===== src/source/rom_init.hex =====
// One 32-bit ROM word per line, starting at word 0
C0DE0000
C0DE0001
C0DE0002
C0DE0003
C0DE0004
C0DE0005
C0DE0006
C0DE0007
C0DE0008
C0DE0009
C0DE000A
C0DE000B
C0DE000C
C0DE000D
C0DE000E
C0DE000F


===== src/source/soc_pkg.sv =====
// ~~~~~~~~~~~~~~~~~~~~~~~~~~~~~~~~~~~~~~~~~~~~~~~~~~~~~~~~~~
// Address map, widths and shared types of the bus fabric
// Imported by every fabric module with a wildcard import
// ~~~~~~~~~~~~~~~~~~~~~~~~~~~~~~~~~~~~~~~~~~~~~~~~~~~~~~~~~~
`default_nettype none

package soc_pkg;

    // Bus and device data types
    typedef logic [31:0] word_t;
    typedef logic [31:0] addr_t;
    typedef logic [3:0]  wmask_t;
    typedef logic [7:0]  byte_t;
    typedef logic [63:0] usb_report_t;
    typedef logic [3:0]  region_t;

    // Top address nibble
    localparam region_t REGION_ROM = 4'h0;
    localparam region_t REGION_RAM = 4'h1;
    localparam region_t REGION_DEV = 4'h2;

    // Memory depths in 32-bit words
    localparam int ROM_WORDS = 256;
    localparam int RAM_WORDS = 1024;
    localparam ROM_INIT_FILE = "/design/src/source/rom_init.hex";

    // Keyboard FIFO holds 2**KBD_DEPTH_LOG2 codes
    localparam int KBD_DEPTH_LOG2 = 5;

    // Device select in address bits 15:12
    localparam logic [3:0] DEV_DISPLAY = 4'h1;
    localparam logic [3:0] DEV_USB     = 4'h4;
    localparam logic [3:0] DEV_KBD     = 4'h5;

    typedef enum logic [1:0] {
        BUS_IDLE,
        BUS_ACCESS,
        BUS_DONE
    } bus_state_t;

endpackage

`default_nettype wire

===== src/source/periph_regs.sv =====
// ~~~~~~~~~~~~~~~~~~~~~~~~~~~~~~~~~~~~~~~~~~~~~~~~~~~~~~~~~~
// Device region registers for display, USB report and keyboard
// ~~~~~~~~~~~~~~~~~~~~~~~~~~~~~~~~~~~~~~~~~~~~~~~~~~~~~~~~~~
`timescale 1ns/1ps
`default_nettype none

module periph_regs import soc_pkg::*; (
    input  wire logic        clk,
    input  wire logic        reset_i,
    input  wire logic        access_i,
    input  wire logic        we_i,
    input  wire logic [15:0] dev_offset_i,
    input  wire word_t       wdata_i,
    input  wire usb_report_t usb_report_i,
    input  wire logic        usb_report_valid_i,
    input  wire byte_t       kbd_code_i,
    input  wire logic        kbd_empty_i,
    output logic             kbd_pop_o,
    output byte_t            display_o,
    output word_t            rdata_o
);

    logic [3:0]  dev_sel;
    logic [11:0] reg_off;
    word_t       read_word;

    assign dev_sel = dev_offset_i[15:12];
    assign reg_off = dev_offset_i[11:0];

    // Pop request is dropped when nothing is queued
    assign kbd_pop_o = access_i && we_i && (dev_sel == DEV_KBD) &&
                       (reg_off == 12'h000) && !kbd_empty_i;

    always_ff @(posedge clk) begin
        if (reset_i) begin
            display_o <= '0;
        end else if (access_i && we_i && (dev_sel == DEV_DISPLAY)) begin
            display_o <= wdata_i[7:0];
        end
    end

    always_comb begin
        read_word = '0;
        if (dev_sel == DEV_KBD) begin
            if (reg_off == 12'h000) read_word = {31'd0, !kbd_empty_i};
            if (reg_off == 12'h004) read_word = {24'd0, kbd_code_i};
        end else if (dev_sel == DEV_USB) begin
            if (reg_off == 12'h000) read_word = {31'd0, usb_report_valid_i};
            if (reg_off == 12'h004) read_word = usb_report_i[63:32];
            if (reg_off == 12'h008) read_word = usb_report_i[31:0];
        end
    end

    always_ff @(posedge clk) begin
        if (access_i && !we_i) begin
            rdata_o <= read_word;
        end
    end

endmodule

`default_nettype wire


===== config.mk =====
export PLATFORM = sky130hd
export DESIGN_NAME = periph_regs
export DESIGN_NICKNAME = d
export VERILOG_FILES = /design/src/source/soc_pkg.sv /design/src/source/periph_regs.sv
export SDC_FILE = /design/constraint.sdc
export NUM_CORES = 1
export LEC_CHECK = 0
export ABC_AREA = 0
export BUFFER_PORTS_ARGS = -buffer_cell sky130_fd_sc_hd__buf_2
export CAP_MARGIN = 15
export CORE_MARGIN = 2
export CORE_UTILIZATION = 34
export CTS_CLUSTER_SIZE = 8
export DETAILED_ROUTE_END_ITERATION = 10
export GPL_TIMING_DRIVEN = 0
export PLACE_DENSITY = 0.87
export SLEW_MARGIN = 0
export SYNTH_ARGS = -nofsm -noshare
export SYNTH_HDL_FRONTEND = slang
export SYNTH_SLANG_ARGS = --single-unit

===== constraint.sdc =====
create_clock -name clk -period 2.1 [get_ports clk]
set_input_delay 0.315 -clock clk [delete_from_list [all_inputs] [get_ports clk]]
set_output_delay 0.315 -clock clk [all_outputs]
set_load 0.01 [all_outputs]

# After elaboration in Yosys (flattened, before gate mapping)
# Cells that the tools add are included.
[op_classes]
n_eq_ne = 5
muxes = 7
reduce_logical = 9
[op_table]
columns = ["operator", "count"]
rows = [
  ["32-bit two-way mux", 5],
  ["12-bit by 3-bit equality test with 1-bit output, second input constant", 1],
  ["12-bit by 4-bit equality test with 1-bit output, second input constant", 1],
  ["12-bit logical NOT", 1],
  ["4-bit by 3-bit equality test with 1-bit output, second input constant", 2],
  ["1-bit logical AND", 6],
  ["4-bit by 1-bit equality test with 1-bit output, second input constant", 1],
  ["1-bit logical NOT", 2],
  ["1-bit two-way mux", 2],
]
[totals]
ff_bits = 40
input_bits = 126
output_inout_bits = 41

# Longest topological paths before layout
[logic_depth]
word_depth = 6
mapped_depth = 6

# Worst setup path after synthesis
# OpenSTA, ideal clock, no wires.
[synth_path]
path_type = "input to register"
start = "input we_i"
end = "register rdata_o[0], enable pin"
setup_time_ns = 0.425
arrival_ns = 1.767
t_required_ns = 1.675
setup_slack_ns = -0.093
cell_stages = 1
cell_sequence = "nor2b_1"
[synth_via]
elab_chain_len = 2
[synth_rtl]
columns = ["element", "line", "source"]
rows = [
  ["from (decl)", "periph_regs.sv:11", "input wire logic we_i,"],
  ["1-bit logical NOT", "periph_regs.sv:55", "if (access_i && !we_i) begin"],
  ["1-bit logical AND", "periph_regs.sv:55", ""],
  ["to (signal assigned)", "periph_regs.sv:56", "rdata_o <= read_word;"],
  ["to (decl)", "periph_regs.sv:20", "output word_t rdata_o"],
]
# No other way between the ends.
# A chain may end at the register's enable or synchronous reset.

# Final worst setup path
[layout_path]
start = "input dev_offset_i[15]"
end = "output kbd_pop_o"
[layout_via]
elab_chain_len = 4
[layout_rtl]
columns = ["element", "line", "source"]
rows = [
  ["from (decl)", "periph_regs.sv:12", "input wire logic [15:0] dev_offset_i,"],
  ["4-bit by 3-bit equality test with 1-bit output", "periph_regs.sv:31", "assign kbd_pop_o = access_i && we_i && (dev_sel == DEV_KBD) &&"],
  ["1-bit logical AND (2 in series)", "periph_regs.sv:31", ""],
  ["1-bit logical AND", "periph_regs.sv:32", "(reg_off == 12'h000) && !kbd_empty_i;"],
  ["to (decl)", "periph_regs.sv:18", "output logic kbd_pop_o,"],
]
# No other way between the ends.

==> impl_metrics.csv <==
group,metric,value,unit
setup_path,worst_r2r_path_depth,2,
setup_path,cp-endpoint,"kbd_pop_o",
timing,finalHoldViolCount,0,
run_status,status,"complete, no violations",
cells_and_area,fin_util,0.5190,
route,antenna_left,0,
floorplan,ios,167,
setup_path,crit_arrival,1.67,ns
setup_path,crit_chain,"buf_2, or4_4, nor4b_4, nand3_4, nor2_1, buf_2",
floorplan,start_util,0.3497,
cells_and_area,drive_gt1_frac,0.5387,
timing,fin_crit_sh,0.9444,
setup_path,cp.required,1.78,ns
logic_synthesis,syn_inst,159,
setup_path,cpMostUsedCell,"buf_2",
placement,hpwl,4.055,mm
route,wl_per_cell,13.61,µm
setup_path,r2r_setup_slack,1.47,ns
logic_synthesis,ys_seq_area_frac,0.5895,
cells_and_area,diodes,0,
logic_synthesis,yosysTopAreaCellShare,0.5053,
clock_tree,htreeDepth,2,
grt,grt_overflow,0,
placement,placed_cell_area,2700,µm²
hold_path,hold_class,"input port to register",
route,drc,0,
grt,grt_start_max_net_pins,33,
setup_path,slowest_delay,0.54,ns
power,p_per_area,590.7,nW/µm²
floorplan,die_area,6208,µm²
cells_and_area,design_area,2823,µm²
logic_synthesis,syn_area_per_cell,11.96,µm²
setup_path,critPathLaunchType,"input port",
logic_synthesis,syn_nets,285,
timing,rsz0062_at_grt,"false",
floorplan,fp.coreArea,5439,µm²
hold_path,worstHoldStart,"wdata_i[1]",
clock_tree,cts-buffers-inserted,5,
setup_path,worst_path_max_delay_cell,"or4_4",
timing,fin_crit,1.983,ns
clock_tree,cts_hold_buffers,0,
timing,setup_viol,0,
floorplan,die-height,78.79,µm
logic_synthesis,syn_area,1902,µm²
route,first_iter_violations,76,
setup_path,crit_type,"input port to output port",
setup_path,r2r-start,"display_o[4]",
timing,timing.final.max_slew_violations,0,
setup_path,critPathLaunch,"dev_offset_i[15]",
timing,finClkSkew,0,ns
clock_tree,cts.reportedPaths.clkPinSlew,0.08,ns
route,drtPass1Iterations,4,
placement,buffer_ports.inserted,140,
route,avgViaCountPerCell,4.887,
logic_synthesis,synth_seq_cells,40,
setup_path,crit_fanout,3,
floorplan,dieWidth,78.79,µm
timing,clock.fmax,504.2,MHz
power,power_leakage,0.001195,µW
power,ir_worst_vdd,0.2256,mV
placement,gp_congestion,0.7178,
clock_tree,cts_tree,"built",
logic_synthesis,synth_cell_type_count,26,
cells_and_area,final_nets,435,
clock_tree,clkSinkCount,40,
grt,grt_pass1_wl,7.886,mm
grt,grt_pass1_vias,1837,
route,vias,1867,
clock_tree,cts_buffer_depth,2,
timing,relSlewSlack,0.4175,
clock_tree,clock_latency,0.28,ns
setup_path,path_depth,6,
grt,antenna_found_initial,0,
setup_path,path_buf_inv,2,
setup_path,end_kind,"output port",
logic_synthesis,ys_warn_count,0,
flow_run,cap_violations,0,
cells_and_area,area_growth,48.42,%
grt,globalRouteTotalUtil,0.1629,
floorplan,num_rows,27,
logic_synthesis,synth_area_leaders,"edfxtp_1 51%, a22oi_1 9.5%, nor2_1 8.5%",
timing,worst_slew_pin_slew,0.8719,ns
setup_path,regToRegEndpoint,"display_o[4]",
setup_path,cp_top_family,"simple AND/OR/NAND/NOR gates",
logic_synthesis,synth_area_leader_cell,"edfxtp_1",
clock_tree,cts-root-buf,"clkbuf_8",
route,routed_wl,5.198,mm
through the flow:
step	total power, µW	std cells	hold slack, ns	TNS [ns]	setup WS, ns
5_1_grt	1736	382	0.2643	0	0.03138
6_report	1668	382	0.2619	0	0.1168
3_3_place_gp	1154	371	0.4738	-0.05207	-0.05207
2_1_floorplan	1014	159	0.4589	0	0.1856
3_5_place_dp	1164	371	0.4848	-0.06167	-0.06167
4_1_cts	1689	380	0.2503	0	0.02789
worst min-delay path: cells and delay by family:
kind	cells	cell delay (ns)
simple gates	1	0.07
mux	1	0.05
buf+inv	1	0.07
what timing repair did:
action | CTS | global route
gates cloned | 0 | 0
gates resized for setup | 1 | 0
setup endpoints to repair | 1 | 1
pin swaps | 1 | 0
hold endpoints to repair | 0 | 0
setup buffers | 1 | 2
how the worst min path moves through the flow:
| stage | end | slack [ns] | depth (start not counted) |
|---|---|---|---|
| finish | display_o[1] | 0.26 | 3 |
| global route | display_o[4] | 0.26 | 3 |
| CTS | display_o[0] | 0.25 | 3 |
| detailed placement | display_o[1] | 0.48 | 2 |
| global placement | display_o[0] | 0.47 | 2 |
| floorplan | display_o[0] | 0.46 | 2 |
report_power, final:
group | switching (µW) | internal, µW | total (µW)
logic | 127 | 128 | 255
clock network | 254 | 268 | 522
registers | 7.07 | 884 | 891
total | 388 | 1280 | 1670
Yosys cell counts:
cell,count
nand4_4,1
or3_1,1
buf_6,2
mux2_2,7
inv_2,1
o21ai_0,1
nor4b_4,1
nor2b_1,3
nand3_1,1
or4_4,1
or4_1,2
mux2i_1,8
nand3_2,1
buf_1,1
a32oi_1,7
nor3_1,1
dfxtp_1,8
nor4_2,1
and2_0,1
clkbuf_1,7
nor2_1,43
buf_2,1
a211oi_1,1
a22oi_1,24
a21oi_1,2
edfxtp_1,32
per-layer routing:
layer,routed length [µm],GRT usage
met5,0,0
met4,95,0.06491
met3,375,0.04091
met2,2650,0.3077
met1,2077,0.1715
cell type report:
cell class	instances	area, µm²
fill	501	2616
sequential	40	1121
multi-input combinational	107	734.5
timing repair buffer	143	723.2
tap	72	90.09
clock buffer	7	86.33
buffer	11	57.56
clock inverter	1	6.256
inverter	1	3.754
registers in the layout, summed over array words and instances, names as in the netlist:
register   cells
display_o      8
rdata_o       32
cell usage in the layout (no fill, tap or decap), types with 2 or more instances in the layout:
master,netlist,final
buf_2,1,141
nor2_1,43,43
edfxtp_1,32,32
a22oi_1,24,24
clkbuf_1,7,8
mux2i_1,8,8
dfxtp_1,8,8
mux2_2,7,7
a32oi_1,7,7
clkbuf_8,0,6
buf_4,0,3
nor2b_1,3,2
a21oi_1,2,2
or4_1,2,2
buf_6,2,2
cells by family (layout without fill, tap and decap cells):
family | Yosys count | count (layout) | share of synthesized area
buffers and inverters | 12 | 163 | 0.03223
AND/OR/NAND/NOR | 57 | 57 | 0.1559
multiplexers | 15 | 15 | 0.08356
flip-flops | 40 | 40 | 0.5895
AO/OA/AOI/OAI | 35 | 35 | 0.1388
(Power assumes the default switching activity.)
