### config.mk
export PLATFORM = sky130hd
export DESIGN_NAME = bus_ctrl
export DESIGN_NICKNAME = d
export VERILOG_FILES = /design/src/source/soc_pkg.sv /design/src/source/bus_ctrl.sv
export SDC_FILE = /design/constraint.sdc
export NUM_CORES = 1
export LEC_CHECK = 0
export BUFFER_PORTS_ARGS = -buffer_cell sky130_fd_sc_hd__buf_2
export CORE_UTILIZATION = 37
export CTS_BUF_LIST = sky130_fd_sc_hd__clkbuf_4
export DETAILED_ROUTE_END_ITERATION = 12
export PLACE_DENSITY = 0.78
export SKIP_CTS_REPAIR_TIMING = 1
export SYNTH_ARGS = -nofsm -noshare
export SYNTH_HDL_FRONTEND = slang
export SYNTH_SLANG_ARGS = --single-unit
### constraint.sdc
create_clock -name clk -period 1.76 [get_ports clk]
set_clock_uncertainty 0.05 [all_clocks]
set_input_delay 0.088 -clock clk [delete_from_list [all_inputs] [get_ports clk]]
set_output_delay 0.088 -clock clk [all_outputs]
set_load 0.005 [all_outputs]
### src/source/rom_init.hex
// One 32-bit ROM word per line, starting at word 0
C0DE0000
C0DE0001
C0DE0002
C0DE0003
C0DE0004
C0DE0005
C0DE0006
C0DE0007
C0DE0008
C0DE0009
C0DE000A
C0DE000B
C0DE000C
C0DE000D
C0DE000E
C0DE000F

### src/source/soc_pkg.sv
// ~~~~~~~~~~~~~~~~~~~~~~~~~~~~~~~~~~~~~~~~~~~~~~~~~~~~~~~~~~
// Address map, widths and shared types of the bus fabric
// Imported by every fabric module with a wildcard import
// ~~~~~~~~~~~~~~~~~~~~~~~~~~~~~~~~~~~~~~~~~~~~~~~~~~~~~~~~~~
`default_nettype none

package soc_pkg;

    // Bus and device data types
    typedef logic [31:0] word_t;
    typedef logic [31:0] addr_t;
    typedef logic [3:0]  wmask_t;
    typedef logic [7:0]  byte_t;
    typedef logic [63:0] usb_report_t;
    typedef logic [3:0]  region_t;

    // Top address nibble
    localparam region_t REGION_ROM = 4'h0;
    localparam region_t REGION_RAM = 4'h1;
    localparam region_t REGION_DEV = 4'h2;

    // Memory depths in 32-bit words
    localparam int ROM_WORDS = 256;
    localparam int RAM_WORDS = 1024;
    localparam ROM_INIT_FILE = "/design/src/source/rom_init.hex";

    // Keyboard FIFO holds 2**KBD_DEPTH_LOG2 codes
    localparam int KBD_DEPTH_LOG2 = 5;

    // Device select in address bits 15:12
    localparam logic [3:0] DEV_DISPLAY = 4'h1;
    localparam logic [3:0] DEV_USB     = 4'h4;
    localparam logic [3:0] DEV_KBD     = 4'h5;

    typedef enum logic [1:0] {
        BUS_IDLE,
        BUS_ACCESS,
        BUS_DONE
    } bus_state_t;

endpackage

`default_nettype wire
### src/source/bus_ctrl.sv
// ~~~~~~~~~~~~~~~~~~~~~~~~~~~~~~~~~~~~~~~~~~~~~~~~~~~~~~~~~~
// Four-phase req/ack handshake FSM with region decode
// Issues one access strobe per request and returns read data
// ~~~~~~~~~~~~~~~~~~~~~~~~~~~~~~~~~~~~~~~~~~~~~~~~~~~~~~~~~~
`timescale 1ns/1ps
`default_nettype none

module bus_ctrl import soc_pkg::*; (
    input  wire logic    clk,
    input  wire logic    reset_i,
    input  wire logic    bus_req_i,
    input  wire region_t bus_region_i,
    input  wire logic    bus_we_i,
    input  wire word_t   rom_rdata_i,
    input  wire word_t   ram_rdata_i,
    input  wire word_t   dev_rdata_i,
    output logic         rom_rd_o,
    output logic         ram_rd_o,
    output logic         ram_we_o,
    output logic         dev_access_o,
    output logic         bus_ack_o,
    output word_t        bus_rdata_o
);

    bus_state_t state_q;
    region_t    region_q;
    logic       we_q;
    logic       start;
    word_t      read_word;
    word_t      rdata_q;

    // A new request is only taken from idle
    assign start = (state_q == BUS_IDLE) && bus_req_i;

    assign rom_rd_o     = start && !bus_we_i && (bus_region_i == REGION_ROM);
    assign ram_rd_o     = start && !bus_we_i && (bus_region_i == REGION_RAM);
    assign ram_we_o     = start && bus_we_i && (bus_region_i == REGION_RAM);
    assign dev_access_o = start && (bus_region_i == REGION_DEV);

    always_ff @(posedge clk) begin
        if (reset_i) begin
            state_q <= BUS_IDLE;
        end else begin
            case (state_q)
                BUS_IDLE:   if (bus_req_i) state_q <= BUS_ACCESS;
                BUS_ACCESS: state_q <= BUS_DONE;
                BUS_DONE:   if (!bus_req_i) state_q <= BUS_IDLE;
                default:    state_q <= BUS_IDLE;
            endcase
        end
    end

    // Remember what the request was while the datapath answers
    always_ff @(posedge clk) begin
        if (start) begin
            region_q <= bus_region_i;
            we_q     <= bus_we_i;
        end
        if (state_q == BUS_ACCESS) begin
            rdata_q <= read_word;
        end
    end

    // Writes and unmapped regions read as zero
    always_comb begin
        read_word = '0;
        if (!we_q) begin
            case (region_q)
                REGION_ROM: read_word = rom_rdata_i;
                REGION_RAM: read_word = ram_rdata_i;
                REGION_DEV: read_word = dev_rdata_i;
                default:    read_word = '0;
            endcase
        end
    end

    assign bus_ack_o   = (state_q == BUS_DONE);
    assign bus_rdata_o = rdata_q;

endmodule

`default_nettype wire

* After elaboration in Yosys (flattened, before gate mapping)
Index checks and enable logic that the tools add are counted.
** Storage, ports and cells
- Register bits :: 39
- Bits in read-only memories :: 0
- Bits in writable memories :: 0
- Latch bits :: 0
- Input port bits :: 104
- Output and inout port bits :: 37
- Memories kept :: 0
- Logic and storage cells :: 28
** Operators by class
- Multiplexer cells :: 4
- Shifts and indexed selects :: 0
- Order comparisons :: 0
- $mul :: 0
- Equal/unequal tests :: 8
- Reduce and logical (&&, ||, !) cells :: 12
- Bitwise gates (word level) :: 0
- Add/subtract/negate cells :: 0
- Divide/modulo/power cells :: 0
** Operators with widths (count)
- 32-bit case mux with 3 select lines :: 1
- 4-bit by 1-bit == test with 1-bit output (second input constant) :: 2
- 4-bit by 2-bit == test with 1-bit output (second input constant) :: 2
- 4-bit zero test :: 2
- 1-bit logical AND :: 7
- 2-bit case mux with 3 select lines :: 1
- 2-bit two-way mux :: 2
- 2-bit inequality test (second input constant) :: 2
- 2-bit by 1-bit == test with 1-bit output (second input constant) :: 1
- 2-bit == test (second input constant) :: 1
- 2-bit zero test :: 1
- 2-bit AND reduction :: 1
- 1-bit zero test :: 1

* Depth between registers and ports, before layout
Gate-level depths: netlist (run 1).
- Depth in word-level cells :: 4
- Gate-level depth with buffers :: 4
- Mapped depth without buffers :: 3

* Least setup slack after synthesis (run 1)
Ideal clock, no wire load.
- Path type :: flip-flop to flip-flop
- Start :: register state_q[0]
- End :: register rdata_q[0], in the netlist bus_rdata_o[0], enable pin
- Buffers on the path :: 0
- Setup time :: 387 ps
- Required time :: 1323 ps
- Cell stages (with the launch flop) :: 3
- Slack :: 120 ps
- Arrival :: 1203 ps
- Period minus slack after synthesis :: 1640 ps
- Cells stage by stage :: dfxtp_1 > or2b_1 > inv_1
** Between the ends
- Cells in the longest elaborated chain, start to end :: 1
** Ends and longest elaborated chain
- from (decl) :: line bus_ctrl.sv:25 : bus_state_t state_q;
- from (signal assigned) :: line bus_ctrl.sv:42 : state_q <= BUS_IDLE;
- from (signal assigned) :: line bus_ctrl.sv:45 : BUS_IDLE: if (bus_req_i) state_q <= BUS_ACCESS;
- from (signal assigned) :: line bus_ctrl.sv:46 : BUS_ACCESS: state_q <= BUS_DONE;
- 2-bit by 1-bit == test with 1-bit output :: line bus_ctrl.sv:59 : if (state_q == BUS_ACCESS) begin
- to (signal assigned) :: line bus_ctrl.sv:60 : rdata_q <= read_word;
- to (decl) :: line bus_ctrl.sv:30 : word_t rdata_q;
No other way between the ends.
A chain may end at the register's enable or synchronous reset.

* Worst setup path after layout (run 1)
- Start :: register state_q[0]
- End :: output ram_rd_o
** Between the ends
- Cells in the longest elaborated chain, start to end :: 4
** Ends and longest elaborated chain
- 2-bit zero test :: line bus_ctrl.sv:33 : assign start = (state_q == BUS_IDLE) && bus_req_i;
- 1-bit logical AND :: line bus_ctrl.sv:33
- 1-bit logical AND (2 in series) :: line bus_ctrl.sv:36 : assign ram_rd_o = start && !bus_we_i && (bus_region_i == REGION_RAM);
- to (decl) :: line bus_ctrl.sv:18 : output logic ram_rd_o,
No other way between the ends.

==> run_results.csv, run 1 <==
group,metric,value,unit
global_route,grt_pass1_wl,7470,um
sta,setup_slack,-0.203,ns
drt,routed_wl,5420,um
placement,routabilityCongestion,0.775,
sta,period_minus_slack,1.96,ns
placement,pre_cts_slack,-0.148,ns
logic_synthesis,synth-async-reset-ratio,0,%
setup_path,start_kind,"flop",
logic_synthesis,syn_area_per_cell,13.1,um2
logic_synthesis,synth_commonest_cells,"37 x edfxtp_1, 34 x nor2_1, 23 x a222oi_1",
sta,maxSlewHeadroom,64.0,%
logic_synthesis,synthFlopType,"edfxtp_1",
logic_synthesis,yosys.area.top_type_share,59.2,%
logic_synthesis,synth_compound_area_share,16.7,%
sta,setup_viol,3,
pwr,peakVddDrop,426,uV
global_route,gr-total-overflow,0,
floorplan,rows,25,
cells_and_area,drive_above_1_share,58.7,%
cells_and_area,instances_no_fill,367,
sta,fmax,509,MHz
global_route,grt_pass1_vias,1710,
clock_network,cts_sinks,39,
global_route,antenna_found_initial,0,
floorplan,dieArea,5360,um2
logic_synthesis,synth-simple-area-share,13.9,%
floorplan,die_x,73.2,um
placement,dpl.hpwl,3880,um
sta,hold_ws,0.0109,ns
sta,rsz0062_at_grt,"true",
cells_and_area,fillers,417,
placement,place_inst,348,
floorplan,core_area,4790,um2
clock_network,cts-root-buf,"clkbuf_4",
clock_network,cts_tree,"done",
drt,drtIter0Drc,121,
sta,post-route-period-util,112,%
floorplan,pin_count,141,
logic_synthesis,yosys_warnings,0,
placement,post_dp_cell_area,2710,um2
floorplan,die_h,73.2,um
cells_and_area,post-route-util,60.2,%
clock_network,clk_latency,0.34,ns
drt,routedWlPerCell,14.8,um
setup_path,worst_r2r_path_depth,4,
clock_network,clockBufferDepth,2,
drt,vias,1882,
setup_path,rrSetupSlack,0.06,ns
drt,ant_nets,0,
sta,drv_slew,0,
placement,portBuffers,140,
cells_and_area,area_delta_synth_final,53.7,%
logic_synthesis,synth_area,1880,um2
logic_synthesis,ys_top_cells_by_area,"edfxtp_1 59%, a222oi_1 12%, nor2_1 6.8%",
setup_path,criticalPathCategory,"flop to output pin",
run,cap_violations,0,
status,status,"finished, violations left",
logic_synthesis,ys_types,24,
global_route,grt_max_degree,33,
cells_and_area,antenna_cells,0,
logic_synthesis,ys_seq_area_share,61.4,%
floorplan,start_util,39.2,%
logic_synthesis,synthCells,143,
setup_path,required,1.62,ns
cells_and_area,design_area,2880,um2
logic_synthesis,synth_most_common_cell,"edfxtp_1",
status,violations,"negative setup slack",
clock_network,cts_made_buffers,5,
drt,remaining_drc_errors,0,
pwr,power.leakage,1.20,nW
logic_synthesis,synthAdderAreaFrac,0,%
clock_network,ctsHtreeMaxLevel,2,
logic_synthesis,ys_ff_latch,39,
logic_synthesis,synth_xor_area_share,0,%
drt,drt-pass1-iter-count,7,
setup_path,startpoint,"state_q[0]$_SDFFE_PP0P_",
logic_synthesis,syn-num-nets,247,
logic_synthesis,muxShareOfSynthArea,5.40,%
sta,finalHoldViolCount,0,
setup_path,crit_fanout,4,
sta,setup_tns,-0.522,ns
hold_path,hold_path.class,"input port to flop",
setup_path,crit_arrival,1.83,ns
drt,via_per_inst,5.13,
hold_path,hold_depth,3,
hold_path,hp-start,"rom_rdata_i[8]",
pwr,post-layout-total-power,1.90,mW
setup_path,worstReg2RegStart,"region_q[1]$_DFFE_PP_",
logic_synthesis,synth-edff-count,37,
cells_and_area,layout.nets,403,
hold_path,hold_end,"bus_rdata_o[8]$_SDFFCE_PP0N_",
setup_path,endpoint_kind,"output pin",
logic_synthesis,synth_top_family_by_area,"compound AO/OA/AOI/OAI gates",
logic_synthesis,yosysTopAreaCell,"edfxtp_1",
global_route,grt_use_total,18.7,%
setup_path,r2r_end,"bus_rdata_o[9]$_SDFFCE_PP0N_",
sta,worstMarginPinSlew,0.537,ns
clock_network,clk_pin_slew,0.11,ns
pwr,p_per_area,660,nW/um2
[registers in the layout (all words and copies together) (netlist names)]
signal       cells
we_q             1
state_q          2
bus_rdata_o     32
region_q         4
[worst max-delay path, stage by stage, from the launching register on]
cell,delay (ns)
dfxtp_2,0.34
or3b_4,0.41
or4_4,0.45
nor3b_2,0.15
buf_2,0.13
[layout by cell type, fill, tap and decap left out, types with 2 or more instances in the layout]
cell / synthesis / routed
a222oi_1: 23 / 23
a22oi_1: 9 / 9
buf_2: 3 / 140
buf_4: 0 / 7
buf_6: 0 / 3
clkbuf_4: 0 / 6
clkinv_1: 0 / 2
dfxtp_2: 0 / 2
dlygate4sd3_1: 0 / 7
edfxtp_1: 37 / 37
inv_1: 2 / 2
mux2_2: 9 / 9
nor2_1: 34 / 34
nor2b_4: 0 / 2
nor3_1: 2 / 2
[cell type report]
class / count / area (um2) / area share (%)
flip-flops and latches: 39 / 1150 / 40.0
repair buffers: 158 / 877 / 30.4
multi-input cells: 93 / 708 / 24.6
well taps: 67 / 83.8 / 2.91
clock buffers: 6 / 45.0 / 1.56
clock inverters: 2 / 7.51 / 0.260
inverters: 2 / 7.51 / 0.260
[where the power goes]
part / internal (mW) / switching, mW
Combinational: 0.212 / 0.163
Sequential: 1.07 / 0.0238
Clock: 0.163 / 0.270
[cells by family after synthesis]
kind of cell	after synthesis
AND/OR/NAND/NOR	49
flip-flops	39
buffers and inverters	12
AO/OA/AOI/OAI	34
multiplexers	9
[how the worst max path moves through the flow]
stage                                    endpoint  cells past startpoint
detailed placement  bus_rdata_o[27]$_SDFFCE_PP0N_                      3
global route                             ram_rd_o                      4
finish                                   ram_rd_o                      4
floorplan            bus_rdata_o[0]$_SDFFCE_PP0N_                      2
global placement     bus_rdata_o[2]$_SDFFCE_PP0N_                      3
CTS                                      ram_rd_o                      4
[routing by layer]
metal | vias up | part of all wire, % | global-route usage (%) | wire length [um]
met5 | - | 0 | 0 | 0
met4 | 0 | 0.98 | 6.10 | 53
met3 | 6 | 9.4 | 6.91 | 507
met2 | 90 | 53 | 34.8 | 2900
met1 | 879 | 36 | 19.3 | 1960
li1 | 907 | - | - | -
No activity file was read; power rests on OpenSTA's default activity.
==> run 2, diff against run 1 <==
- CORE_UTILIZATION: 37 -> 44
- PLACE_DENSITY: 0.78 -> 0.89
- clock period: 1.76 -> 2.5 ns (I/O delays scaled with it)
==> run_results.csv, run 2 (synthesis results as in run 1) <==
group,metric,value,unit
status,status,"finished, final reports clean",
drt,vias,1850,
sta,maxSlewHeadroom,14.7,%
drt,via_per_inst,5.43,
sta,drv_slew,0,
drt,ant_nets,0,
clock_network,cts_tree,"done",
setup_path,cp_top_family,"simple AND/OR/NAND/NOR gates",
drt,drt-pass1-iter-count,7,
clock_network,clk_pin_slew,0.11,ns
placement,portBuffers,140,
global_route,grt_max_degree,33,
sta,setup_tns,0,ns
drt,drtIter0Drc,248,
drt,routedWlPerCell,15.1,um
clock_network,cts_made_buffers,5,
global_route,grt_pass1_vias,1651,
global_route,grt_pass1_wl,7520,um
cells_and_area,fillers,332,
placement,post_dp_cell_area,2640,um2
placement,routabilityCongestion,0.737,
hold_path,hold_path.class,"input port to flop",
run,cap_violations,0,
cells_and_area,antenna_cells,0,
global_route,antenna_found_initial,0,
floorplan,start_util,46.2,%
clock_network,clk_latency,0.32,ns
clock_network,cts-root-buf,"clkbuf_4",
setup_path,criticalPathCategory,"flop to flop",
cells_and_area,layout.nets,394,
sta,period_minus_slack,2.18,ns
cells_and_area,design_area,2750,um2
setup_path,critPathBufInv,0,
floorplan,die_x,67.3,um
global_route,grt_use_total,22.7,%
setup_path,critPathMaxStageDelay,1.12,ns
setup_path,endpoint_kind,"flop",
pwr,peakVddDrop,302,uV
global_route,gr-total-overflow,0,
floorplan,rows,23,
placement,dpl.hpwl,3760,um
cells_and_area,drive_above_1_share,57.0,%
sta,fmax,460,MHz
setup_path,crit_arrival,2.30,ns
clock_network,clockBufferDepth,2,
sta,rsz0062_at_grt,"false",
sta,worstMarginPinSlew,1.27,ns
setup_path,required,2.62,ns
cells_and_area,area_delta_synth_final,46.8,%
cells_and_area,largest_reg_flops,32,
clock_network,ctsHtreeMaxLevel,2,
setup_path,crit_fanout,23,
clock_network,cts_sinks,39,
setup_path,path_cells,"nor4_4, a222oi_1, nor2_1",
drt,remaining_drc_errors,0,
cells_and_area,layout_commonest_cell,"buf_2",
pwr,p_per_area,479,nW/um2
cells_and_area,final_cell_mix,"140 x buf_2, 37 x edfxtp_1, 34 x nor2_1",
floorplan,pin_count,141,
sta,setup_viol,0,
pwr,power.leakage,1.14,nW
drt,routed_wl,5150,um
setup_path,cp_slowest_cell,"nor4_4",
floorplan,core_area,4060,um2
floorplan,die_h,67.3,um
sta,finalHoldViolCount,0,
setup_path,start_kind,"flop",
sta,post-route-period-util,87.0,%
floorplan,dieArea,4530,um2
run 2: final timing paths:
| path | to | depth (start not counted) | start | slack, ns |
|---|---|---|---|---|
| setup / recovery | bus_rdata_o[10]$_SDFFCE_PP0N_ | 3 | region_q[0]$_DFFE_PP_ | 0.32 |
| hold / removal | state_q[1]$_SDFFE_PP0P_ | 3 | bus_req_i | 0.03 |
| setup reg to reg | bus_rdata_o[10]$_SDFFCE_PP0N_ | 3 | region_q[0]$_DFFE_PP_ | 0.32 |
| hold reg to reg | state_q[1]$_SDFFE_PP0P_ | 2 | state_q[1]$_SDFFE_PP0P_ | 0.47 |
run 2: power breakdown:
part | switching [mW] | internal [mW] | total, mW
logic | 0.110 | 0.136 | 0.246
clock network | 0.189 | 0.115 | 0.304
registers | 0.0175 | 0.753 | 0.770
total | 0.316 | 1.00 | 1.32
run 2: per-layer routing:
layer | global-route usage, % | up-vias | wire length, um
met1 | 25.5 | 864 | 1950
met5 | 0 | - | 0
met3 | 5.07 | 6 | 365
met4 | 9.31 | 0 | 72
met2 | 41.1 | 93 | 2760
li1 | - | 887 | -
run 2: area by class of cell:
| class | count | area, um2 | share of cell area, % |
|---|---|---|---|
| Multi-Input combinational cell | 92 | 689 | 25.0 |
| Sequential cell | 39 | 1150 | 41.8 |
| Clock inverter | 2 | 7.51 | 0.273 |
| Timing Repair Buffer | 150 | 791 | 28.7 |
| Clock buffer | 6 | 45.0 | 1.64 |
| Tap cell | 50 | 62.6 | 2.27 |
| Inverter | 2 | 7.51 | 0.273 |
run 2: metrics by stage:
stage          cells  setup WS [ns]  power [mW]  util (%)  hold WS [ns]
2_1_floorplan    143          0.860       0.886         -         0.144
3_3_place_gp     327          0.415        1.02      65.1         0.250
3_5_place_dp     327          0.326        1.03      65.1         0.252
4_1_cts          335          0.301        1.33      66.4        -0.113
5_1_grt          341          0.140        1.38      67.9        0.0116
6_report         341          0.324        1.32      67.9        0.0337
run 2: tightest hold or removal path, stage by stage:
cell and delay [ns]:
buf_2 0.10, nand3b_1 0.08, a21oi_1 0.06
==> run 3, diff against run 2 <==
- CELL_PAD_IN_SITES_DETAIL_PLACEMENT: unset -> 0
- CELL_PAD_IN_SITES_GLOBAL_PLACEMENT: unset -> 2
- CORE_UTILIZATION: 44 -> 25
==> run_results.csv, run 3 (synthesis results as in run 1) <==
group,metric,value,unit
status,status,"finished, final reports clean",
sta,rsz0062_at_grt,"false",
placement,place_inst,375,
clock_network,ctsHtreeMaxLevel,2,
placement,pre_cts_slack,0.583,ns
setup_path,criticalPathCategory,"flop to output pin",
clock_network,clockBufferDepth,2,
floorplan,start_util,25.9,%
floorplan,rows,31,
placement,dpl.hpwl,4020,um
global_route,grt_pass1_vias,1611,
sta,fmax,494,MHz
floorplan,dieArea,7850,um2
global_route,gr-total-overflow,0,
cells_and_area,area_delta_synth_final,53.0,%
clock_network,clk_pin_slew,0.13,ns
clock_network,cts-root-buf,"clkbuf_4",
sta,post-route-period-util,80.9,%
setup_path,path_cells,"or3b_4, or4_4, nor3b_2, buf_2",
drt,remaining_drc_errors,0,
floorplan,die_x,88.6,um
drt,vias,1845,
setup_path,crit_fanout,4,
drt,ant_nets,0,
cells_and_area,instances_no_fill,390,
global_route,grt_use_total,13.1,%
pwr,power.leakage,1.17,nW
sta,setup_slack,0.478,ns
placement,portBuffers,140,
floorplan,die_h,88.6,um
drt,drt-pass1-iter-count,8,
sta,maxSlewHeadroom,29.2,%
setup_path,start_kind,"flop",
cells_and_area,post-route-util,39.6,%
run,cap_violations,0,
setup_path,cp_slowest_cell,"or4_4",
setup_path,crit_arrival,1.85,ns
sta,drv_slew,0,
cells_and_area,final_cell_mix,"140 x buf_2, 37 x edfxtp_1, 34 x nor2_1",
placement,routabilityCongestion,0.730,
pwr,peakVddDrop,285,uV
floorplan,core_area,7250,um2
global_route,grt_pass1_wl,7660,um
drt,via_per_inst,4.73,
setup_path,required,2.33,ns
drt,routed_wl,5470,um
sta,period_minus_slack,2.02,ns
cells_and_area,drive_above_1_share,57.4,%
global_route,antenna_found_initial,0,
setup_path,endpoint_kind,"output pin",
drt,routedWlPerCell,14.0,um
floorplan,pin_count,141,
clock_network,cts_made_buffers,5,
sta,finalHoldViolCount,0,
clock_network,cts_tree,"done",
setup_path,cp_top_family,"simple AND/OR/NAND/NOR gates",
clock_network,clk_latency,0.34,ns
sta,setup_viol,0,
pwr,post-layout-total-power,1.55,mW
cells_and_area,layout.nets,394,
setup_path,critPathMaxStageDelay,0.44,ns
sta,setup_tns,0,ns
sta,worstMarginPinSlew,1.06,ns
clock_network,cts_sinks,39,
setup_path,critPathBufInv,1,
cells_and_area,antenna_cells,0,
global_route,grt_max_degree,33,
cells_and_area,layout_commonest_cell,"buf_2",
drt,drtIter0Drc,146,
cells_and_area,largest_reg_flops,32,
hold_path,hold_path.class,"input port to flop",
pwr,p_per_area,540,nW/um2
[run 3: cell types whose count changed in the layout (fill, tap and decap cells not counted)]
| cell | before | now |
|---|---|---|
| buf_4 | 4 | 3 |
| bufinv_16 | 0 | 2 |
| clkinv_1 | 2 | 0 |
| dlygate4sd3_1 | 6 | 7 |
[run 3: area by class of cell]
cell class	instances	area, um2
Tap cell	99	124
Multi-Input combinational cell	92	689
Timing Repair Buffer	150	793
Fill cell	744	4380
Inverter	2	7.51
Sequential cell	39	1150
Clock buffer	6	45.0
Clock inverter	2	60.1
[run 3: power by group]
group | switching, mW | internal (mW) | leakage (nW)
clock network | 0.212 | 0.323 | 0.0559
registers | 0.0160 | 0.753 | 0.342
logic | 0.110 | 0.135 | 0.769
total | 0.338 | 1.21 | 1.17
[run 3: tightest hold or removal path, stage by stage]
cell	delay [ns]
buf_2	0.08
a222oi_1	0.05
nor2_1	0.08
[run 3: metrics by stage]
step / hold WS [ns] / area (um2)
floorplan: 0.144 / 1880
global placement: 0.250 / 2700
detailed placement: 0.256 / 2700
CTS: -0.129 / 2800
global route: 0.0229 / 2870
finish: 0.0350 / 2870
[run 3: worst paths after layout]
check	start	end	slack, ns	cells past startpoint
max	state_q[0]$_SDFFE_PP0P_	ram_rd_o	0.48	4
min	rom_rdata_i[6]	bus_rdata_o[6]$_SDFFCE_PP0N_	0.03	3
max reg2reg	region_q[0]$_DFFE_PP_	bus_rdata_o[23]$_SDFFCE_PP0N_	0.59	4
min reg2reg	state_q[0]$_SDFFE_PP0P_	state_q[0]$_SDFFE_PP0P_	0.54	2
[run 3: routing by layer]
metal,global-route usage [%],vias up,part of all wire [%]
met3,4.01,8,9.7
met2,23.2,106,50
li1,-,885,-
met4,5.13,0,1.1
met5,0,-,0
met1,14.6,846,39
