--- src/source/rom_init.hex ---
// One 32-bit ROM word per line, starting at word 0
C0DE0000
C0DE0001
C0DE0002
C0DE0003
C0DE0004
C0DE0005
C0DE0006
C0DE0007
C0DE0008
C0DE0009
C0DE000A
C0DE000B
C0DE000C
C0DE000D
C0DE000E
C0DE000F

--- src/source/soc_pkg.sv ---
// ~~~~~~~~~~~~~~~~~~~~~~~~~~~~~~~~~~~~~~~~~~~~~~~~~~~~~~~~~~
// Address map, widths and shared types of the bus fabric
// Imported by every fabric module with a wildcard import
// ~~~~~~~~~~~~~~~~~~~~~~~~~~~~~~~~~~~~~~~~~~~~~~~~~~~~~~~~~~
`default_nettype none

package soc_pkg;

    // Bus and device data types
    typedef logic [31:0] word_t;
    typedef logic [31:0] addr_t;
    typedef logic [3:0]  wmask_t;
    typedef logic [7:0]  byte_t;
    typedef logic [63:0] usb_report_t;
    typedef logic [3:0]  region_t;

    // Top address nibble
    localparam region_t REGION_ROM = 4'h0;
    localparam region_t REGION_RAM = 4'h1;
    localparam region_t REGION_DEV = 4'h2;

    // Memory depths in 32-bit words
    localparam int ROM_WORDS = 256;
    localparam int RAM_WORDS = 1024;
    localparam ROM_INIT_FILE = "/design/src/source/rom_init.hex";

    // Keyboard FIFO holds 2**KBD_DEPTH_LOG2 codes
    localparam int KBD_DEPTH_LOG2 = 5;

    // Device select in address bits 15:12
    localparam logic [3:0] DEV_DISPLAY = 4'h1;
    localparam logic [3:0] DEV_USB     = 4'h4;
    localparam logic [3:0] DEV_KBD     = 4'h5;

    typedef enum logic [1:0] {
        BUS_IDLE,
        BUS_ACCESS,
        BUS_DONE
    } bus_state_t;

endpackage

`default_nettype wire
--- src/source/kbd_queue.sv ---
// ~~~~~~~~~~~~~~~~~~~~~~~~~~~~~~~~~~~~~~~~~~~~~~~~~~~~~~~~~~
// Keyboard code FIFO, drops codes that arrive when full
// A pop moves the oldest code into the code register
// ~~~~~~~~~~~~~~~~~~~~~~~~~~~~~~~~~~~~~~~~~~~~~~~~~~~~~~~~~~
`timescale 1ns/1ps
`default_nettype none

module kbd_queue import soc_pkg::*; (
    input  wire logic  clk,
    input  wire logic  reset_i,
    input  wire byte_t code_i,
    input  wire logic  strobe_i,
    input  wire logic  pop_i,
    output byte_t      code_o,
    output logic       empty_o
);

    localparam int DEPTH = 2 ** KBD_DEPTH_LOG2;

    byte_t mem [DEPTH];

    // One extra pointer bit tells full from empty
    logic [KBD_DEPTH_LOG2:0] wr_ptr;
    logic [KBD_DEPTH_LOG2:0] rd_ptr;
    logic                    full;

    assign empty_o = (wr_ptr == rd_ptr);
    assign full    = (wr_ptr[KBD_DEPTH_LOG2] != rd_ptr[KBD_DEPTH_LOG2]) &&
                     (wr_ptr[KBD_DEPTH_LOG2-1:0] == rd_ptr[KBD_DEPTH_LOG2-1:0]);

    always_ff @(posedge clk) begin
        if (reset_i) begin
            wr_ptr <= '0;
        end else if (strobe_i && !full) begin
            wr_ptr <= wr_ptr + 1'b1;
        end
    end

    always_ff @(posedge clk) begin
        if (strobe_i && !full) begin
            mem[wr_ptr[KBD_DEPTH_LOG2-1:0]] <= code_i;
        end
    end

    // Code register keeps its value on a pop of an empty queue
    always_ff @(posedge clk) begin
        if (reset_i) begin
            rd_ptr <= '0;
            code_o <= '0;
        end else if (pop_i && !empty_o) begin
            code_o <= mem[rd_ptr[KBD_DEPTH_LOG2-1:0]];
            rd_ptr <= rd_ptr + 1'b1;
        end
    end

endmodule

`default_nettype wire

--- config.mk ---
export PLATFORM = sky130hd
export DESIGN_NAME = kbd_queue
export DESIGN_NICKNAME = d
export VERILOG_FILES = /design/src/source/soc_pkg.sv /design/src/source/kbd_queue.sv
export SDC_FILE = /design/constraint.sdc
export NUM_CORES = 1
export LEC_CHECK = 0
export BUFFER_PORTS_ARGS = -buffer_cell sky130_fd_sc_hd__buf_4
export CAP_MARGIN = 10
export CORE_MARGIN = 8
export CORE_UTILIZATION = 60
export CTS_CLUSTER_SIZE = 16
export DETAILED_ROUTE_END_ITERATION = 6
export HOLD_SLACK_MARGIN = 0.15
export MAX_ROUTING_LAYER = met4
export PLACE_DENSITY = 0.77
export SYNTH_ARGS = -nofsm -noshare
export SYNTH_HDL_FRONTEND = slang
export SYNTH_SLANG_ARGS = --single-unit
--- constraint.sdc ---
create_clock -name clk -period 2.6 [get_ports clk]
set_clock_uncertainty 0.15 [all_clocks]
set_input_delay 0.52 -clock clk [delete_from_list [all_inputs] [get_ports clk]]
set_output_delay 0.52 -clock clk [all_outputs]
set_load 0.005 [all_outputs]
======== Yosys cells after proc, flatten, opt, wreduce, memory -nomap -nowiden ========
Memory sizes are Yosys's and may differ from the RTL's. A register that Yosys moved wholly into a read port is not among the register bits.
Index checks and enable logic that the tools add are counted.
storage, ports and cells
  bits in registers ....................... 12
  logic and storage cells ................. 15
  memory bits (writable) .................. 256
  memories kept ........................... 1
  output and inout bits ................... 9
memory list
  memory  words  bits a word  read ports  clocked after memory_dff  write ports  RTL line         source
  mem     32     8            1           1                         1            kbd_queue.sv:20  byte_t mem [DEPTH];
cells by class
  reduce and logical (&&, ||, !) cells .... 5
  muxes and demuxes ....................... 2
  add/sub/neg operators ................... 2
  equality and inequality tests ........... 3
operator list
  kind                   number
  $add A6 B1 Y6 const B  2
  $eq A6 B6 Y1           1
  $eq A5 B5 Y1           1
  $logic_and A1 B1 Y1    3
  $logic_not A1 Y1       2
  $mux W1                2
  $ne A1 B1 Y1           1

======== Depth between registers and ports, before layout ========
Gate-level depths: netlist of the first run.
  word-level depth ........................ 6
  mapped depth ............................ 8
  mapped depth without buffers ............ 5

======== Worst setup path before layout of the first run ========
Ideal clock, no wire load.
  kind .................................... flip-flop to flip-flop
  start point ............................. register rd_ptr[1]
  end point ............................... memory mem[28][0] in the netlist's numbering (enable)
  data required time ...................... 2.080 ns
  library setup time ...................... 0.370 ns
  path slack .............................. 0.510 ns
  period minus slack after synthesis ...... 2.090 ns
  path buffers ............................ 1
  stages on the path, launching flop included .. 7
  arrival time ............................ 1.570 ns
  cells stage by stage .................... dfxtp_1 -> buf_2 -> xnor2_1 -> nand2_1 -> o31a_1 -> nand2_1 -> nor2_1
on the way
  cells in the longest elaborated chain, start to end .. 6
ends and longest elaborated chain
  element                        RTL line         source
  from (decl)                    kbd_queue.sv:24  logic [KBD_DEPTH_LOG2:0] rd_ptr;
  from (signal assigned)         kbd_queue.sv:52  rd_ptr <= rd_ptr + 1'b1;
  $eq A5 B5 Y1                   kbd_queue.sv:29  (wr_ptr[KBD_DEPTH_LOG2-1:0] == rd_ptr[KBD_DEPTH_LOG2-1:0]);
  $logic_and A1 B1 Y1            kbd_queue.sv:28  assign full = (wr_ptr[KBD_DEPTH_LOG2] != rd_ptr[KBD_DEPTH_LOG2]) &&
  $logic_not A1 Y1               kbd_queue.sv:40  if (strobe_i && !full) begin
  $logic_and A1 B1 Y1            kbd_queue.sv:40
  $mux W1                        kbd_queue.sv:40
  $mux W1 (not written as such)  kbd_queue.sv:41  mem[wr_ptr[KBD_DEPTH_LOG2-1:0]] <= code_i;
  to (decl)                      kbd_queue.sv:20
Every way passes these cells.

======== Worst setup path after layout of the first run ========
  start point ............................. register wr_ptr[0]
  end point ............................... output port empty_o
on the way
  cells in the longest elaborated chain, start to end .. 1
ends and longest elaborated chain
  element                 RTL line         source
  from (decl)             kbd_queue.sv:23  logic [KBD_DEPTH_LOG2:0] wr_ptr;
  from (signal assigned)  kbd_queue.sv:35  wr_ptr <= wr_ptr + 1'b1;
  $eq A6 B6 Y1            kbd_queue.sv:27  assign empty_o = (wr_ptr == rd_ptr);
  to (decl)               kbd_queue.sv:15  output logic empty_o
Every way passes these cells.

==> results of run 1 <==
==> cell families (layout without fill, tap and decap cells) <==
kind of cell / count (synthesis) / in the layout / synth area share
adder cells (fa/ha/maj): 5 / 5 / 0.00577
AND/OR/NAND/NOR: 90 / 90 / 0.0375
flip-flops: 276 / 276 / 0.746
AO/OA/AOI/OAI: 71 / 71 / 0.0490
XOR/XNOR: 12 / 12 / 0.00970
buffers and inverters: 37 / 91 / 0.0184
multiplexers: 82 / 82 / 0.133
==> cells in the final DEF (no fill, tap or decap), drive strengths merged, types with 5 or more instances in the layout <==
cell type | synthesis | layout
o221ai | 8 | 8
inv | 4 | 6
mux4 | 48 | 48
a21oi | 13 | 13
buf | 22 | 40
mux2i | 34 | 34
o21ai | 5 | 5
xor2 | 5 | 5
edfxtp | 256 | 256
ha | 5 | 5
clkbuf | 11 | 29
a22oi | 16 | 16
xnor2 | 7 | 7
nor2 | 43 | 43
o22ai | 8 | 8
or3 | 5 | 5
a211oi | 8 | 8
dfxtp | 20 | 20
a32o | 8 | 8
nand2 | 24 | 24
clkinv | 0 | 10
==> area by class of cell <==
type / count / area [um^2] / area share
Clock buffer: 29 / 693 / 0.0571
Clock inverter: 17 / 156 / 0.0129
Inverter: 4 / 15.0 / 0.00124
Multi-Input combinational cell: 260 / 2550 / 0.210
Sequential cell: 276 / 8100 / 0.667
Tap cell: 229 / 287 / 0.0236
Timing Repair Buffer: 41 / 348 / 0.0286
==> worst register-to-register path, cell delays in order (launching register included) <==
cell and delay, ps:
dfxtp_1 340, xnor2_1 390, o31a_1 290, nand2_1 110, buf_4 200, nor2_1 560
==> power breakdown <==
group,switching [mW],internal [mW],total (mW)
logic,0.531,0.465,0.996
registers,0.0398,4.91,4.95
clock network,1.60,2.13,3.73
==> how the worst max path moves through the flow <==
stage / to / slack, ps / from
2_1_floorplan: mem[28][0] / 510 / rd_ptr[1]
3_3_place_gp: mem[28][2] / 280 / rd_ptr[5]
5_1_grt: empty_o / 20 / wr_ptr[0]
3_5_place_dp: mem[28][3] / 150 / rd_ptr[5]
6_report: empty_o / 200 / wr_ptr[0]
4_1_cts: mem[28][4] / 140 / rd_ptr[5]
==> routing by layer <==
metal | share of wire | global-route usage
met1 | 0.40 | 0.277
met2 | 0.49 | 0.337
met3 | 0.079 | 0.0433
met4 | 0.026 | 0.0700
met5 | 0 | -
==> through the flow <==
stage,hold WS [ps],cell area [um^2],util
detailed placement,339,11300,0.632
global route,278,12100,0.681
global placement,334,11300,0.632
floorplan,316,10800,-
CTS,275,12100,0.681
finish,281,12100,0.681
==> flip-flops by register name (all words and copies together), names as in the netlist <==
name,flops
code_o,8
wr_ptr,6
rd_ptr,6
mem,256
==> timing repair <==
item,4_1_cts,5_1_grt
setup endpoints to repair,0,8
endpoints found under the hold margin,1,0
hold buffers,1,0
buffers inserted,0,0
resized for setup,0,1
==> out/qor.yml, run 1 <==
outcome:
  status: "finished, final reports clean"
detailed_routing:
  vias: 5499
  drt_wl_total_mm: 22.6
  remaining_drc_errors: 0
  antenna_left: 0
  vias_per_cell: 6.42
  wl_per_cell_um: 26.4
  drt_iter0_drc: 539
  dr.pass1.iters: 5
hold_path:
  min_path_type: "in -> reg"
  min_from: "code_i[3]"
  min_to: "mem[3][3]"
  min_path_cells: 1
grt:
  grt_overflow: 0
  grt_pass1_wl_mm: 34.6
  grt_start_max_net_pins: 71
  grtUsageTotal: 0.214
  grt_pass1_vias: 5691
  grt_antenna_before_repair: 0
synthesis:
  syn_inst: 573
  yosysMostFrequentCell: "edfxtp_1"
  synth-edff-count: 256
  ys.flop_type: "edfxtp_1"
  synth_cell_type_count: 42
  yosysTopAreaCellShare: 0.709
  synth_seq_cells: 276
  synth.top_cells.by_count: "edfxtp_1, nor2_1, mux4_2"
  ys_seq_area_frac: 0.746
  yosysWarnings: 0
  netlist_area_mm2: 0.0108
  syn_nets: 590
  synth_area_leader_cell: "edfxtp_1"
  synth_area_leaders: "edfxtp_1, mux4_2, dfxtp_1"
  avgSynthCellArea_um2: 18.9
  async_flop_share: 0
sta:
  hold_violations: 0
  min_period_over_period: 0.924
  fmax_ghz: 0.416
  tightest_slew_ps: 733
  finalSetupTns_ps: 0
  setup_viol: 0
  slew_headroom: 0.510
  rsz0062_at_grt: "no"
  finalCriticalPeriod_ps: 2400
  drv_slew: 0
  postLayoutSetupSlackWorst_ps: 198
placed_design:
  dpl.hpwl_mm: 13.6
  post-place-ws_ps: 147
  port_buffers: 20
  gp_congestion: 0.864
  dp.cells: 809
cts:
  cts_sinks: 276
  cts_tree: "yes"
  clk_pin_slew_worst_paths_ps: 70
  numCtsBuffers: 25
  clockRootBuffer: "clkbuf_16"
  clockBufferDepth: 3
  ctsHtreeMaxLevel: 1
  clk_latency_ps: 530
floorplan:
  core_mm2: 0.0178
  ios: 21
  chipHeight_um: 150
  dieArea_mm2: 0.0226
  start_util: 0.607
  core.rowCount: 49
  die_x_um: 150
run:
  maxCapViolCount: 0
critical_path:
  critPathSlowestCell: "dfxtp_1"
  r2r-end: "mem[0][7]"
  reg2reg_from: "rd_ptr[5]"
  slowest_delay_ps: 440
  end_kind: "primary output"
  worstSetupPathDepth: 4
  cp_top_family: "flip-flops"
  critPathRequiredTime_ps: 1930
  crit_chain: "xnor2_1 > nand3_2 > nor3_1 > buf_4"
  rrSetupSlack_ps: 210
  path_max_fanout: 6
  critPathBufInv: 1
  rr_worst_depth: 5
  worstSetupStartpointType: "flip-flop"
  critPathArrivalTime_ps: 1730
  crit_type: "reg -> out"
final_layout:
  nets: 625
  fillCellCount: 1093
  final_cell_count_no_fill: 856
  drive_above_1_share: 0.215
  diodes: 0
  syn_to_final_growth_pct: 12.1
pwr:
  totalPowerFinal_mw: 9.67
  peakVddDrop_mv: 0.742
  power_leakage_nw: 3.82
  power_density_mw_per_mm2: 797
Note: power is estimated with default switching activity, not from simulation.
==> run 2: changes to the inputs <==
--- a/config.mk
+++ b/config.mk
@@ -13,7 +13,7 @@
 export DETAILED_ROUTE_END_ITERATION = 6
 export HOLD_SLACK_MARGIN = 0.15
 export MAX_ROUTING_LAYER = met4
-export PLACE_DENSITY = 0.77
+export PLACE_DENSITY = 0.8
 export SYNTH_ARGS = -nofsm -noshare
 export SYNTH_HDL_FRONTEND = slang
 export SYNTH_SLANG_ARGS = --single-unit
==> run 2 against run 1 <==
  * Utilization up 0.13 points
  * First-iteration DRC count up 12%
  * Hold slack worse by 110 ps
  * Via count up 1.3%
  * Cell count unchanged
  * Worst setup slack worse by 120 ps
  * Sequential power about the same
  * Largest cell class unchanged
  * Clock-buffer cell count up 4
  * Critical path type is now reg -> reg
  * Fmax down 4.7%
  * Die area unchanged
==> out/qor.yml, run 2 (synthesized netlist as in run 1, its figures left out) <==
cts:
  clockRootBuffer: "clkbuf_16"
  cts_setup_buffers: 0
  cts-hold-fix-buffers: 0
  numCtsBuffers: 26
  clk_pin_slew_worst_paths_ps: 60
  cts_tree: "yes"
  clk_latency_ps: 530
  cts_sinks: 276
  ctsHtreeMaxLevel: 1
  clockBufferDepth: 3
grt:
  grt_pass1_wl_mm: 35.6
  grt_overflow: 0
  grtUsageTotal: 0.221
  grt_antenna_before_repair: 0
  grt_pass1_vias: 5661
  grt_start_max_net_pins: 71
floorplan:
  core_mm2: 0.0178
  die_x_um: 150
  chipHeight_um: 150
  core.rowCount: 49
  start_util: 0.607
  dieArea_mm2: 0.0226
  ios: 21
placed_design:
  placed_area_mm2: 0.0113
  post-place-ws_ps: 101
  dpl.hpwl_mm: 14.1
  gp_congestion: 0.829
  port_buffers: 20
pwr:
  share_seq_of_total_power: 0.500
  p_sw_frac: 0.219
  pwr-share-comb: 0.102
  clkPwrFrac: 0.398
  peakVddDrop_mv: 0.782
  power_leakage_nw: 3.83
  power_density_mw_per_mm2: 813
  switching_power_mw: 2.17
  p_int_mw: 7.72
sta:
  drv_slew: 0
  finalSetupTns_ps: 0
  holdWs_ps: 174
  hold_violations: 0
  fmax_ghz: 0.397
  slew_headroom: 0.453
  postLayoutSetupSlackWorst_ps: 78.5
  finalCriticalPeriod_ps: 2520
  tightest_slew_ps: 817
  rsz0062_at_grt: "yes"
  setup_viol: 0
  min_period_over_period: 0.970
hold_path:
  min_from: "reset_i"
  min_path_cells: 2
  min_to: "rd_ptr[5]"
  min_path_type: "in -> reg"
detailed_routing:
  drt_wl_total_mm: 23.3
  vias: 5569
  drt_iter0_drc: 601
  antenna_left: 0
  wl_per_cell_um: 27.2
  dr.pass1.iters: 5
  remaining_drc_errors: 0
  vias_per_cell: 6.51
final_layout:
  diodes: 0
  nets: 624
  multiInputGateArea_mm2: 0.00256
  drive_above_1_share: 0.214
  syn_to_final_growth_pct: 12.3
  final_common_cell: "edfxtp_1"
  fillCellCount: 1090
  regArea_mm2: 0.00810
  post-route-util: 0.682
  largest_reg_flops: 256
  final_cell_mix: "edfxtp_1, mux4_2, nor2_1, buf_4, mux2i_1"
  final_cell_area_mm2: 0.0122
critical_path:
  rr_worst_depth: 5
  rrSetupSlack_ps: 80
  critPathBufInv: 0
  cp_top_family: "simple AND/OR/NAND/NOR gates"
  path_max_fanout: 10
  slowest_delay_ps: 690
  critPathRequiredTime_ps: 2590
  crit_chain: "xnor2_1 > nand3_2 > o31a_1 > nand2_1 > nor2_1"
  critPathArrivalTime_ps: 2520
  reg2reg_from: "wr_ptr[4]"
  critPathSlowestCell: "nor2_1"
  end_kind: "flip-flop"
  crit_type: "reg -> reg"
  worstSetupStartpointType: "flip-flop"
  r2r-end: "mem[17][4]"
  startpoint: "wr_ptr[4]"
run:
  maxCapViolCount: 0
outcome:
  status: "finished, final reports clean"
==> run 2: cell count changes in the layout (fill, tap and decap cells not counted), sizes merged <==
cell | before | now
inv | 6 | 4
clkbuf | 29 | 33
dlygate4sd3 | 1 | 0
clkinvlp | 3 | 2
buf | 40 | 39
bufinv | 2 | 4
clkinv | 10 | 9
==> run 2: final cells by class <==
cell class,count,area share
multi-input cells,260,0.210
well taps,229,0.0235
repair buffers,39,0.0261
clock buffers,33,0.0590
inverters,4,0.00123
clock inverters,15,0.0146
flip-flops and latches,276,0.665
==> run 2: power groups by stage <==
stage	registers (mW)	logic (mW)	clock network, mW
CTS	4.95	1.02	3.97
global placement	5.04	0.974	0
finish	4.95	1.01	3.94
floorplan	5.02	0.699	0
detailed placement	5.04	1.00	0
global route	4.95	1.08	4.13
==> run 2: worst max-delay path by stage <==
| stage | end | cells past startpoint |
|---|---|---|
| floorplan | mem[28][0] | 6 |
| global placement | mem[1][1] | 5 |
| detailed placement | mem[1][3] | 5 |
| CTS | empty_o | 5 |
| global route | mem[30][3] | 5 |
| finish | mem[17][4] | 5 |
==> run 2: per-layer routing <==
metal  track usage  routed length [um]
met1         0.293                9340
met2         0.345               11500
met3        0.0421                1940
met4        0.0665                 569
met5             -                   0
==> run 2: metrics by stage <==
stage               power [mW]  cells
CTS                       9.93    856
floorplan                 5.72    573
global route              10.2    856
detailed placement        6.04    808
finish                    9.90    856
global placement          6.01    808
==> run 2: timing repair <==
item / 4_1_cts / 5_1_grt
pin swaps: 0 / 0
gates resized for setup: 1 / 2
setup endpoints to repair: 1 / 34
==> run 3: changes to the inputs <==
--- a/config.mk
+++ b/config.mk
@@ -8,12 +8,11 @@
 export BUFFER_PORTS_ARGS = -buffer_cell sky130_fd_sc_hd__buf_4
 export CAP_MARGIN = 10
 export CORE_MARGIN = 8
-export CORE_UTILIZATION = 60
+export CORE_UTILIZATION = 37
 export CTS_CLUSTER_SIZE = 16
 export DETAILED_ROUTE_END_ITERATION = 6
 export HOLD_SLACK_MARGIN = 0.15
-export MAX_ROUTING_LAYER = met4
-export PLACE_DENSITY = 0.8
+export PLACE_DENSITY = 0.55
 export SYNTH_ARGS = -nofsm -noshare
 export SYNTH_HDL_FRONTEND = slang
 export SYNTH_SLANG_ARGS = --single-unit
==> run 3 against run 2 <==
  * Utilization fell by 25 points
  * Flip-flop and latch count unchanged
  * Routed wire length increased by 1.7%
  * First-iteration DRC count shrank 29%
  * Clock power rose by 2%
  * Critical endpoint is now code_o[6]
  * Largest power group unchanged
  * Power increased by 1.1%
  * Fmax increased by 4.0%
==> out/qor.yml, run 3 (synthesized netlist as in run 1, its figures left out) <==
sta:
  finalCriticalPeriod_ps: 2420
  tightest_slew_ps: 929
  finalSetupTns_ps: 0
  rsz0062_at_grt: "no"
  fmax_ghz: 0.413
  postLayoutSetupSlackWorst_ps: 176
  drv_slew: 0
  min_period_over_period: 0.932
  setup_viol: 0
  slew_headroom: 0.378
  hold_violations: 0
cts:
  clk_pin_slew_worst_paths_ps: 60
  clockRootBuffer: "clkbuf_16"
  clockBufferDepth: 3
  ctsHtreeMaxLevel: 1
  cts_sinks: 276
  numCtsBuffers: 28
  clk_latency_ps: 540
  cts_tree: "yes"
detailed_routing:
  drt_iter0_drc: 427
  vias_per_cell: 5.34
  vias: 5441
  remaining_drc_errors: 0
  antenna_left: 0
  dr.pass1.iters: 5
  drt_wl_total_mm: 23.7
  wl_per_cell_um: 23.3
placed_design:
  placed_area_mm2: 0.0115
  post-place-ws_ps: 204
  dpl.hpwl_mm: 14.8
  dp.cells: 965
  gp_congestion: 0.759
  port_buffers: 20
grt:
  busiest_layer: "met2"
  grt_start_max_net_pins: 71
  grt_overflow: 0
  grt_pass1_wl_mm: 35.3
  use_met2: 0.222
  grt_pass1_vias: 5546
  grt_antenna_before_repair: 0
  grtUsageTotal: 0.132
  use_met3: 0.0216
  use_met1: 0.178
final_layout:
  final_cell_count_no_fill: 1018
  final_common_cell: "edfxtp_1"
  multiInputGateArea_mm2: 0.00255
  drive_above_1_share: 0.208
  largest_reg_flops: 256
  regArea_mm2: 0.00810
  final_cell_mix: "edfxtp_1, nor2_1, mux4_2, buf_4, mux2i_1"
  nets: 629
  diodes: 0
  post-route-util: 0.433
  syn_to_final_growth_pct: 15.0
  final_cell_area_mm2: 0.0125
  fillCellCount: 2476
hold_path:
  min_path_type: "in -> reg"
critical_path:
  slowest_delay_ps: 450
  path_max_fanout: 24
  critPathRequiredTime_ps: 2870
  worstSetupStartpointType: "flip-flop"
  end_kind: "flip-flop"
  crit_type: "reg -> reg"
  critPathSlowestCell: "a211oi_1"
  cp_top_family: "compound AO/OA/AOI/OAI gates"
  critPathArrivalTime_ps: 2690
  critPathBufInv: 1
  crit_chain: "buf_4 > nand3b_2 > o22ai_1 > a211oi_1 > nand2_1 > a32o_1"
pwr:
  peakVddDrop_mv: 0.490
  power_density_mw_per_mm2: 803
  power_leakage_nw: 3.88
floorplan:
  chipHeight_um: 187
  dieArea_mm2: 0.0350
  core_mm2: 0.0288
  core.rowCount: 62
  start_util: 0.376
  ios: 21
  die_x_um: 187
run:
  maxCapViolCount: 0
outcome:
  status: "finished, final reports clean"
-- run 3: cell count changes in the layout (fill, tap and decap cells not counted), moves of 2 or more --
cell / previous run / this run
clkbuf_1: 4 / 10
clkinv_2: 7 / 5
nor2_2: 2 / 0
clkbuf_16: 27 / 29
buf_4: 37 / 35
nor2_1: 41 / 43
buf_12: 2 / 6
-- run 3: metrics by stage --
stage / hold slack, ps / total power [mW]
2_1_floorplan: 316 / 5.72
3_3_place_gp: 334 / 6.10
3_5_place_dp: 327 / 6.11
4_1_cts: 247 / 10.1
5_1_grt: 268 / 10.3
6_report: 263 / 10.0
-- run 3: timing repair --
action | in CTS | in global routing
gates resized for setup | 0 | 0
hold endpoints to repair | 1 | 0
hold buffers | 1 | 0
setup buffers | 0 | 0
-- run 3: final cells by class --
type                            count  area share
Sequential cell                   276       0.650
Multi-Input combinational cell    260       0.204
Clock buffer                       42      0.0646
Tap cell                          384      0.0386
Timing Repair Buffer               42      0.0315
Clock inverter                     10      0.0101
Inverter                            4     0.00120
-- run 3: report_power, final --
group / internal, mW / total (mW) / switching (mW)
clock network: 2.43 / 4.01 / 1.59
logic: 0.489 / 1.05 / 0.558
registers: 4.91 / 4.95 / 0.0395
-- run 3: final timing paths --
check | start | to | slack [ps] | cells after the start
max | rd_ptr[2] | code_o[6] | 180 | 6
min | strobe_i | wr_ptr[3] | 260 | 4
min reg2reg | code_o[0] | code_o[0] | 330 | 1
max reg2reg | rd_ptr[2] | code_o[6] | 180 | 6
-- run 3: worst register-to-register path, cell delays in order (launching register included) --
cell	delay [ps]
dfxtp_1	340
buf_4	330
nand3b_2	420
o22ai_1	170
a211oi_1	450
nand2_1	150
a32o_1	280
-- run 3: per-layer routing --
layer,part of all wire,up-vias
met2,0.49,145
met5,0,-
li1,-,2408
met1,0.44,2860
met4,0.015,0
met3,0.049,28
